[src/source/tau_pkg.sv]
// Shared widths, command codes and channel structs for the linear fill path
package tau_pkg;

	// ====================
	// Widths
	// ====================
	localparam int DBW = 16;
	localparam int VSIZE = 8;
	localparam int CSIZE = 8;
	localparam int ID_BW = 2;

	localparam int CV_BW = $clog2(VSIZE);
	localparam int CC_BW = $clog2(CSIZE);
	localparam int LEN_BW = $clog2(VSIZE + 1);

	// Largest local address width a top level may choose
	localparam int MAX_LBW = 12;
	localparam int HI_BW = MAX_LBW - CV_BW;

	typedef logic [VSIZE-1:0][DBW-1:0] vector_t;
	typedef logic [CSIZE-1:0][DBW-1:0] line_t;

	// ====================
	// Commands
	// ====================
	localparam logic [1:0] CMD_COPY = 2'd0;
	localparam logic [1:0] CMD_BCAST = 2'd1;
	localparam logic [1:0] CMD_PAD = 2'd2;

	typedef struct packed {
		logic [1:0] ctype;
		logic islast;
		logic [CC_BW-1:0] addrofs;
		logic [LEN_BW-1:0] len;
	} cmd_t;

	typedef struct packed {
		logic [ID_BW-1:0] id;
		logic [DBW-1:0] padv;
	} alloc_t;

	// One full vector write toward the local SRAM
	typedef struct packed {
		logic [ID_BW-1:0] id;
		logic [HI_BW-1:0] hiaddr;
		vector_t data;
	} wr_t;

endpackage
[src/source/linear_fill_unit.sv]
// Linear fill unit top level
// Write collector feeding the local vector SRAM
module linear_fill_unit #(
	parameter int LBW = 8
) (
	input  logic                              i_clk,
	input  logic                              i_rst,
	// Region allocation
	input  logic                              i_alloc_rdy,
	output logic                              o_alloc_ack,
	input  logic [LBW-1:0]                    i_linear,
	input  logic [LBW:0]                      i_size,
	input  tau_pkg::alloc_t                   i_alloc,
	// Fill commands
	input  logic                              i_cmd_rdy,
	output logic                              o_cmd_ack,
	input  tau_pkg::cmd_t                     i_cmd,
	// DRAM line data
	input  logic                              i_dramrd_rdy,
	output logic                              o_dramrd_ack,
	input  tau_pkg::line_t                    i_dramrd,
	// Region finished
	output logic                              o_done_rdy,
	input  logic                              i_done_ack,
	output logic [LBW-1:0]                    o_done_linear,
	output logic [tau_pkg::ID_BW-1:0]         o_done_id,
	// Readback
	input  logic [LBW-tau_pkg::CV_BW-1:0]     i_rd_addr,
	output tau_pkg::vector_t                  o_rd_data
);
	import tau_pkg::*;

	// Vector writes between collector and memory
	logic wr_dval;
	wr_t wr;

	sram_write_collector #(
		.LBW(LBW)
	) collector_i (
		.i_clk         (i_clk),
		.i_rst         (i_rst),
		.i_alloc_rdy   (i_alloc_rdy),
		.o_alloc_ack   (o_alloc_ack),
		.i_linear      (i_linear),
		.i_size        (i_size),
		.i_alloc       (i_alloc),
		.i_cmd_rdy     (i_cmd_rdy),
		.o_cmd_ack     (o_cmd_ack),
		.i_cmd         (i_cmd),
		.i_dramrd_rdy  (i_dramrd_rdy),
		.o_dramrd_ack  (o_dramrd_ack),
		.i_dramrd      (i_dramrd),
		.o_done_rdy    (o_done_rdy),
		.i_done_ack    (i_done_ack),
		.o_done_linear (o_done_linear),
		.o_done_id     (o_done_id),
		.o_wr_dval     (wr_dval),
		.o_wr          (wr)
	);

	vector_sram #(
		.LBW(LBW)
	) sram_i (
		.i_clk     (i_clk),
		.i_rst     (i_rst),
		.i_wr_dval (wr_dval),
		.i_wr      (wr),
		.i_rd_addr (i_rd_addr),
		.o_rd_data (o_rd_data)
	);

endmodule

[src/source/vector_sram.sv]
// Local vector memory
// One full-vector write port and one registered read port
module vector_sram #(
	parameter int LBW = 8
) (
	input  logic                              i_clk,
	input  logic                              i_rst,
	// Write port from the collector
	input  logic                              i_wr_dval,
	input  tau_pkg::wr_t                      i_wr,
	// Read port
	input  logic [LBW-tau_pkg::CV_BW-1:0]     i_rd_addr,
	output tau_pkg::vector_t                  o_rd_data
);
	import tau_pkg::*;

	localparam int VBW = LBW - CV_BW;
	localparam int DEPTH = 1 << VBW;

	vector_t mem [DEPTH];
	logic [VBW-1:0] wr_addr;

	// ====================
	// Write
	// ====================
	// Single bank so the id field selects nothing here
	assign wr_addr = i_wr.hiaddr[VBW-1:0];

	always_ff @(posedge i_clk) begin
		if (i_wr_dval) begin
			mem[wr_addr] <= i_wr.data;
		end
	end

	// ====================
	// Read
	// ====================
	// One cycle from address to data
	always_ff @(posedge i_clk or negedge i_rst) begin
		if (!i_rst) begin
			o_rd_data <= '0;
		end else begin
			o_rd_data <= mem[i_rd_addr];
		end
	end

endmodule

[src/source/sram_write_collector.sv]
// Write collector FSM and lane shifter
// Packs command runs from DRAM lines into full vector writes
module sram_write_collector #(
	parameter int LBW = 8
) (
	input  logic                         i_clk,
	input  logic                         i_rst,
	// Region allocation
	input  logic                         i_alloc_rdy,
	output logic                         o_alloc_ack,
	input  logic [LBW-1:0]               i_linear,
	input  logic [LBW:0]                 i_size,
	input  tau_pkg::alloc_t              i_alloc,
	// Fill commands
	input  logic                         i_cmd_rdy,
	output logic                         o_cmd_ack,
	input  tau_pkg::cmd_t                i_cmd,
	// DRAM line data
	input  logic                         i_dramrd_rdy,
	output logic                         o_dramrd_ack,
	input  tau_pkg::line_t               i_dramrd,
	// Region finished
	output logic                         o_done_rdy,
	input  logic                         i_done_ack,
	output logic [LBW-1:0]               o_done_linear,
	output logic [tau_pkg::ID_BW-1:0]    o_done_id,
	// Vector write port
	output logic                         o_wr_dval,
	output tau_pkg::wr_t                 o_wr
);
	import tau_pkg::*;

	// ====================
	// Declarations
	// ====================
	localparam int FREE = 0;
	localparam int RUN = 1;
	localparam int COMMIT = 2;
	localparam int VBW = LBW - CV_BW;
	localparam int FBW = LBW + 1;

	logic [2:0] fsm_r;
	logic [2:0] fsm_w;

	// Job fields latched at alloc
	logic [LBW-1:0] linear_r;
	logic [ID_BW-1:0] id_r;
	logic [DBW-1:0] padv_r;
	logic [LBW:0] size_r;

	// Progress counters
	logic [LBW-1:0] cur_r;
	logic [LEN_BW-1:0] handled_r;
	logic [LBW:0] filled_r;
	logic [LBW:0] filled_nxt;

	logic [CV_BW-1:0] lane;
	logic [LEN_BW-1:0] buf_left;
	logic [LEN_BW-1:0] cmd_left;
	logic [LEN_BW-1:0] adv;
	logic cmd_done;
	logic vec_full;
	logic fill_done;
	logic need_line;
	logic step;

	// Datapath
	logic [CC_BW:0] rd_ofs;
	line_t line_shr;
	vector_t line_shl;
	vector_t lane_data;
	logic [VSIZE-1:0] lane_mask;
	vector_t vec_r;
	logic [VBW-1:0] hiaddr_r;

	// ====================
	// Step control
	// ====================
	assign lane = cur_r[CV_BW-1:0];

	always_comb begin
		buf_left = LEN_BW'(VSIZE) - LEN_BW'(lane);
		cmd_left = i_cmd.len - handled_r;
		// Command ends in this step when it fits in the open vector
		cmd_done = cmd_left <= buf_left;
		vec_full = cmd_left >= buf_left;
		adv = cmd_done ? cmd_left : buf_left;
		// Pad runs skip the line unless they close it
		need_line = i_cmd.islast || (i_cmd.ctype != CMD_PAD);
		step = fsm_r[RUN] && i_cmd_rdy && (!need_line || i_dramrd_rdy);
		filled_nxt = filled_r + FBW'(adv);
		fill_done = filled_nxt == size_r;
	end

	assign o_cmd_ack = step && cmd_done;
	assign o_dramrd_ack = step && cmd_done && i_cmd.islast;

	assign o_done_rdy = fsm_r[COMMIT];
	assign o_done_linear = linear_r;
	assign o_done_id = id_r;

	// One-hot next state
	always_comb begin
		fsm_w = '0;
		o_alloc_ack = 1'b0;
		case (1'b1)
			fsm_r[FREE]: begin
				if (i_alloc_rdy) begin
					o_alloc_ack = 1'b1;
					fsm_w[RUN] = 1'b1;
				end else begin
					fsm_w[FREE] = 1'b1;
				end
			end
			fsm_r[RUN]: begin
				if (step && fill_done) begin
					fsm_w[COMMIT] = 1'b1;
				end else begin
					fsm_w[RUN] = 1'b1;
				end
			end
			fsm_r[COMMIT]: begin
				if (i_done_ack) begin
					fsm_w[FREE] = 1'b1;
				end else begin
					fsm_w[COMMIT] = 1'b1;
				end
			end
			default: begin
				fsm_w[FREE] = 1'b1;
			end
		endcase
	end

	// ====================
	// Lane shifter
	// ====================
	always_comb begin
		lane_mask = ~({VSIZE{1'b1}} << adv);
		lane_mask = lane_mask << lane;
		rd_ofs = {1'b0, i_cmd.addrofs} + {1'b0, handled_r[CC_BW-1:0]};
		// First unused word of the run lands in word 0
		line_shr = i_dramrd >> (rd_ofs * DBW);
		// Line and vector are the same width here
		line_shl = vector_t'(line_shr) << (lane * DBW);
		case (i_cmd.ctype)
			CMD_COPY: begin
				lane_data = line_shl;
			end
			CMD_BCAST: begin
				// Same source word for the whole run
				for (int i = 0; i < VSIZE; i++) begin
					lane_data[i] = i_dramrd[i_cmd.addrofs];
				end
			end
			default: begin
				for (int i = 0; i < VSIZE; i++) begin
					lane_data[i] = padv_r;
				end
			end
		endcase
	end

	// ====================
	// Registers
	// ====================
	always_ff @(posedge i_clk or negedge i_rst) begin
		if (!i_rst) begin
			fsm_r <= 3'(1) << FREE;
			cur_r <= '0;
			handled_r <= '0;
			filled_r <= '0;
			o_wr_dval <= 1'b0;
		end else begin
			fsm_r <= fsm_w;
			// Vector completed in this step goes out next cycle
			o_wr_dval <= step && vec_full;
			if (o_alloc_ack) begin
				cur_r <= i_linear;
				handled_r <= '0;
				filled_r <= '0;
			end else if (step) begin
				cur_r <= cur_r + LBW'(adv);
				handled_r <= cmd_done ? '0 : handled_r + adv;
				filled_r <= filled_nxt;
			end
		end
	end

	always_ff @(posedge i_clk) begin
		if (o_alloc_ack) begin
			linear_r <= i_linear;
			id_r <= i_alloc.id;
			padv_r <= i_alloc.padv;
			size_r <= i_size;
		end
		if (step) begin
			hiaddr_r <= cur_r[LBW-1:CV_BW];
		end
	end

	always_ff @(posedge i_clk) begin
		if (step) begin
			for (int i = 0; i < VSIZE; i++) begin
				if (lane_mask[i]) begin
					vec_r[i] <= lane_data[i];
				end
			end
		end
	end

	always_comb begin
		o_wr.id = id_r;
		o_wr.hiaddr = HI_BW'(hiaddr_r);
		o_wr.data = vec_r;
	end

endmodule

[config.mk]
export PLATFORM = sky130hd
export DESIGN_NAME = linear_fill_unit
export DESIGN_NICKNAME = d
export VERILOG_FILES = /design/src/source/tau_pkg.sv /design/src/source/linear_fill_unit.sv /design/src/source/vector_sram.sv /design/src/source/sram_write_collector.sv
export SDC_FILE = /design/constraint.sdc
export NUM_CORES = 2
export LEC_CHECK = 0
export ABC_CLOCK_PERIOD_IN_PS = 8300
export CAP_MARGIN = 20
export CORE_MARGIN = 4
export CORE_UTILIZATION = 25
export CTS_CLUSTER_SIZE = 12
export DETAILED_ROUTE_END_ITERATION = 12
export DONT_BUFFER_PORTS = 1
export PLACE_DENSITY = 0.45
export SYNTH_ARGS = -nofsm -noshare
export SYNTH_HDL_FRONTEND = slang
export SYNTH_HIERARCHICAL = 1
export SYNTH_SLANG_ARGS = --single-unit
[constraint.sdc]
create_clock -name i_clk -period 8.3 [get_ports i_clk]
set_input_delay 1.66 -clock i_clk [delete_from_list [all_inputs] [get_ports i_clk]]
set_output_delay 1.66 -clock i_clk [all_outputs]
set_load 0.05 [all_outputs]
# [Yosys cells after proc, flatten, opt, wreduce, memory -nomap -nowiden]
# Memory sizes are Yosys's and may differ from the RTL's. A register that Yosys moved wholly into a read port is not among the register bits.
# Index checks and enable logic that the tools add are counted.
# Widths: inputs -> output; s select.
[totals] out_inout_bits=142 in_bits=184 word_cells=84 regBits=193 ramBits=4096 mem_count=1
[mem_list] memory="sram_i.mem" words=32 word_bits=128 rd=1 rd_clocked_by_memory_dff=1 wr=1 line_no="vector_sram.sv:20" source="vector_t mem [DEPTH];"
[op_classes] magnitude_cmp=3 n_shift=4 n_bitwise=1 n_eq_ne=3 n_reduce_logical=20 n_mux=28 add_sub_neg=6
[ops] cell="$pmux 128 s2" count=1
[ops] cell="$shl 128x7->128" count=1
[ops] cell="$shr 128x8->128" count=1
[ops] cell="$bmux 16 s3" count=1
[ops] cell="$mux 9" count=2
[ops] cell="$mux 1" count=17
[ops] cell="$mux 16" count=1
[ops] cell="$mux 4" count=4
[ops] cell="$mux 8" count=2
[ops] cell="$reduce_and 2->1" count=8
[ops] cell="$add 9x4->9" count=1
[ops] cell="$eq 9x9->1" count=1
[ops] cell="$add 8x4->8" count=1
[ops] cell="$not 8->8" count=1
[ops] cell="$shl 8x3->8" count=1
[ops] cell="$shl 8x4->8 const A" count=1
[ops] cell="$logic_and 1x1->1" count=6
[ops] cell="$add 3x3->4" count=1
[ops] cell="$add 4x4->4" count=1
[ops] cell="$ge 4x4->1" count=1
[ops] cell="$le 4x4->1" count=1
[ops] cell="$lt 3x4->1 const B" count=1
[ops] cell="$sub 4x3->4 const A" count=1
[ops] cell="$sub 4x4->4" count=1
[ops] cell="6 further kinds" count=8

# [Depth between registers and ports, before layout]
[logic_depth] depth_word=9 ltp_mapped=24 depth_no_buf=20

# [Hierarchy]
# The synthesis kept the hierarchy.
[by_module_without_submodules] module="vector_sram" cells_each=6440 seq_area_each_um2=126201.0 area_per_inst_um2=155862.0 n_inst=1
[by_module_without_submodules] module="sram_write_collector" cells_each=1623 seq_area_each_um2=5671.7 area_per_inst_um2=16230.6 n_inst=1

# [Least setup slack after synthesis]
# Ideal clock, no wire load.
[synth_timing] path_kind="flip-flop to flip-flop" startpoint="register collector_i.hiaddr_r[1]" endpoint="memory sram_i/mem[28][0] (netlist bit) (enable)" path_stages_with_launch=4 slack_ps=1299 arrival_time_ps=6383 required_time_ps=7683 setup_time_ps=617 period_less_slack_ps=7001 n_path_buf=1 path_cell_list="edfxtp_1 > or3b_2 > clkbuf_1 > nor2_1"
[synth_lines] element="start: declaration" line_no="sram_write_collector.sv:74" source="logic [VBW-1:0] hiaddr_r;"
[synth_lines] element="start signal: assignment" line_no="sram_write_collector.sv:198" source="hiaddr_r <= cur_r[LBW-1:CV_BW];"
[synth_lines] element="end: declaration" line_no="vector_sram.sv:20"
# No word-level cell before the write port.

# [Final worst setup path]
[layout_timing] startpoint="register collector_i.cur_r[1]" endpoint="output port o_cmd_ack"
[layout_via] elab_chain_cells=3
[layout_lines] element="start: declaration" line_no="sram_write_collector.sv:52" source="logic [LBW-1:0] cur_r;"
[layout_lines] element="start signal: assignment" line_no="sram_write_collector.sv:179" source="cur_r <= i_linear;"
[layout_lines] element="start signal: assignment" line_no="sram_write_collector.sv:183" source="cur_r <= cur_r + LBW'(adv);"
[layout_lines] element="$sub 4x3->4" line_no="sram_write_collector.sv:82" source="buf_left = LEN_BW'(VSIZE) - LEN_BW'(lane);"
[layout_lines] element="$le 4x4->1" line_no="sram_write_collector.sv:85" source="cmd_done = cmd_left <= buf_left;"
[layout_lines] element="$logic_and 1x1->1" line_no="sram_write_collector.sv:95" source="assign o_cmd_ack = step && cmd_done;"
[layout_lines] element="end: declaration" line_no="linear_fill_unit.sv:16" source="output logic o_cmd_ack,"
# Every way passes these cells.

==> metrics.yaml <==
startpoint: "collector_i/cur_r[1]"
grt_overflow: 0
nets: 8577
clk_pin_slew_ps: 60
layout-drive-gt1-share: 0.2540
ff_latch_area_mm2: 0.1319
pwr_density_cell_mw_per_mm2: 273.3
area_delta_synth_final_pct: 16.91
vias: 88900
post_cts_resized: 0
setup.worst_path.start_class: "flop"
cts_tree: "built"
timing.fmax_mhz: 147.2
maxCapViolCount: 0
multi_input_area_mm2: 0.03798
slew_violations: 0
ioPinCount: 326
viasPerCell: 4.910
initial_core_util: 0.2509
synth_area_per_cell_um2: 21.36
setup_tns_ps: 0
fin_crit_ps: 6792
peakVddDrop_uv: 235.6
yosys_warnings: 6
htree_levels: 5
dr.first_iter.drc_count: 10896
finalClockSkew_ps: 126.8
crit_type: "reg2out"
crit_arrival_ps: 5130
clock_path_buffers: 4
nFillCells: 66481
synth_nets: 8268
r2r_end: "collector_i/fsm_r[1]"
p_total_mw: 54.96
insertion_delay_ps: 1130
setup_viol: 0
fp.dieW_um: 837.6
worst_pin_slew_ps: 1494
wl_mm: 611.6
cts_hold_buf: 0
rsz0062_at_grt: "false"
hold_viol: 0
hold_class: "in2async"
rrSetupSlack_ps: 2390
grt_max_degree: 233
worstPathMaxFanout: 56
cts_inserted_buffers: 479
postCtsSetupBuffers: 0
dpl.hpwl_mm: 335.8
drt-pass1-iter-count: 6
grt_pass1_vias: 90713
worstSetupEndpointType: "primary output"
syn-cell-area_mm2: 0.1720
rows: 304
critPathRequiredTime_ps: 6640
leakage_nw: 61.50
rr_worst_depth: 18
ant_nets: 0
grt_first_pass_wirelength_mm: 815.2
status: "finished, final reports clean"
cts_root_buf: "clkbuf_16"
core_area_mm2: 0.6858
route.detailed.drc: 0
clock-sinks: 4417
syn_inst: 8056
dieArea_mm2: 0.7015
place.gp.congestion: 0.8659
min_period_over_period: 0.8183
dieHeight_um: 837.6
antenna_found_initial: 122
track_usage: 0.1685
timing.rr.start: "collector_i/cur_r[1]"
numPortBuffers: 0
routedWlPerCell_um: 33.78
max_slew_margin: 0.004023
==> stage by stage <==
step | setup WS, ps | util | hold WS, ps | instances | area (um2)
after floorplan | 1299 | - | 445.7 | 8056 | 172000
after global placement | 1466 | 0.2686 | 454.8 | 17004 | 184200
after detailed placement | 1476 | 0.2688 | 471.6 | 17012 | 184300
after CTS | 1485 | 0.2909 | 194.3 | 17894 | 199500
after global routing | 1349 | 0.2931 | 197.0 | 18058 | 201000
final | 1508 | 0.2933 | 276.7 | 18106 | 201100
==> state kept, by name, indices dropped and copies added, names as in the netlist, 4 cells and up <==
name	cells
sram_i/mem	4096
collector_i/o_wr	128
sram_i/o_rd_data	128
collector_i/padv_r	16
collector_i/filled_r	9
collector_i/size_r	9
collector_i/cur_r	8
collector_i/o_done_linear	8
collector_i/hiaddr_r	5
collector_i/handled_r	4
==> layout make-up <==
class / count / area share
sequential: 4417 / 0.6557
multi-input combinational: 3112 / 0.1888
antenna: 160 / 0.001991
clock inverter: 228 / 0.01040
tap: 9180 / 0.05711
inverter: 30 / 0.0005723
clock buffer: 654 / 0.06497
timing repair buffer: 325 / 0.02043
==> metal layers <==
layer  GRT usage  vias to the layer above  part of all wire
met3     0.03893                      923             0.075
met5           0                        -           0.00062
met1      0.2105                    49309              0.39
met2      0.2873                     3449              0.50
met4     0.05720                       64             0.032
li1            -                    35155                 -
==> worst max path at each step <==
stage                                 endpoint  slack [ps]
final                                o_cmd_ack        1510
after global routing                 o_cmd_ack        1350
after CTS                            o_cmd_ack        1480
after detailed placement  collector_i/fsm_r[2]        1480
after global placement    collector_i/fsm_r[1]        1470
after floorplan              sram_i/mem[28][0]        1300
==> placed cells by master (no fill, tap or decap), types with 13 or more instances in the layout <==
cell type      n
ha_1          22
clkinvlp_4    13
edfxtp_1    4264
a211oi_1      16
mux4_2      1027
xnor2_1       15
buf_4        209
a21oi_1      113
xor2_1        13
clkbuf_1     135
clkinv_1      89
o211ai_1      36
nor3_1        48
nor4_1        76
mux2i_1      226
nor4_2        35
nand2_1      192
nand4_1       20
buf_12        75
nand3_1       88
a22oi_1      111
clkinv_2      59
clkbuf_16    481
a21o_1        13
o21a_1        24
buf_16        37
o21ai_0      116
nor2_1        93
dfrtp_1      150
mux2_2        61
o22ai_1      447
bufinv_16     22
nor2_4        34
diode_2      160
o221ai_1      41
clkbuf_8      38
inv_1         25
==> power breakdown <==
| part | leakage, nW | switching (mW) | total [mW] | internal, mW |
|---|---|---|---|---|
| registers | 40.1 | 0.891 | 26.6 | 25.7 |
| logic | 14.0 | 5.14 | 7.55 | 2.41 |
| clock network | 7.36 | 9.07 | 20.8 | 11.7 |
==> worst max-delay path, cell delays in order, from the launching register on <==
cell,delay [ps]
dfrtp_4,670
inv_2,90
buf_4,640
ha_1,350
inv_1,100
ha_1,250
nor2b_1,140
o211a_1,240
o21a_1,310
nor2_1,820
buf_4,350
(Power assumes the default switching activity.)
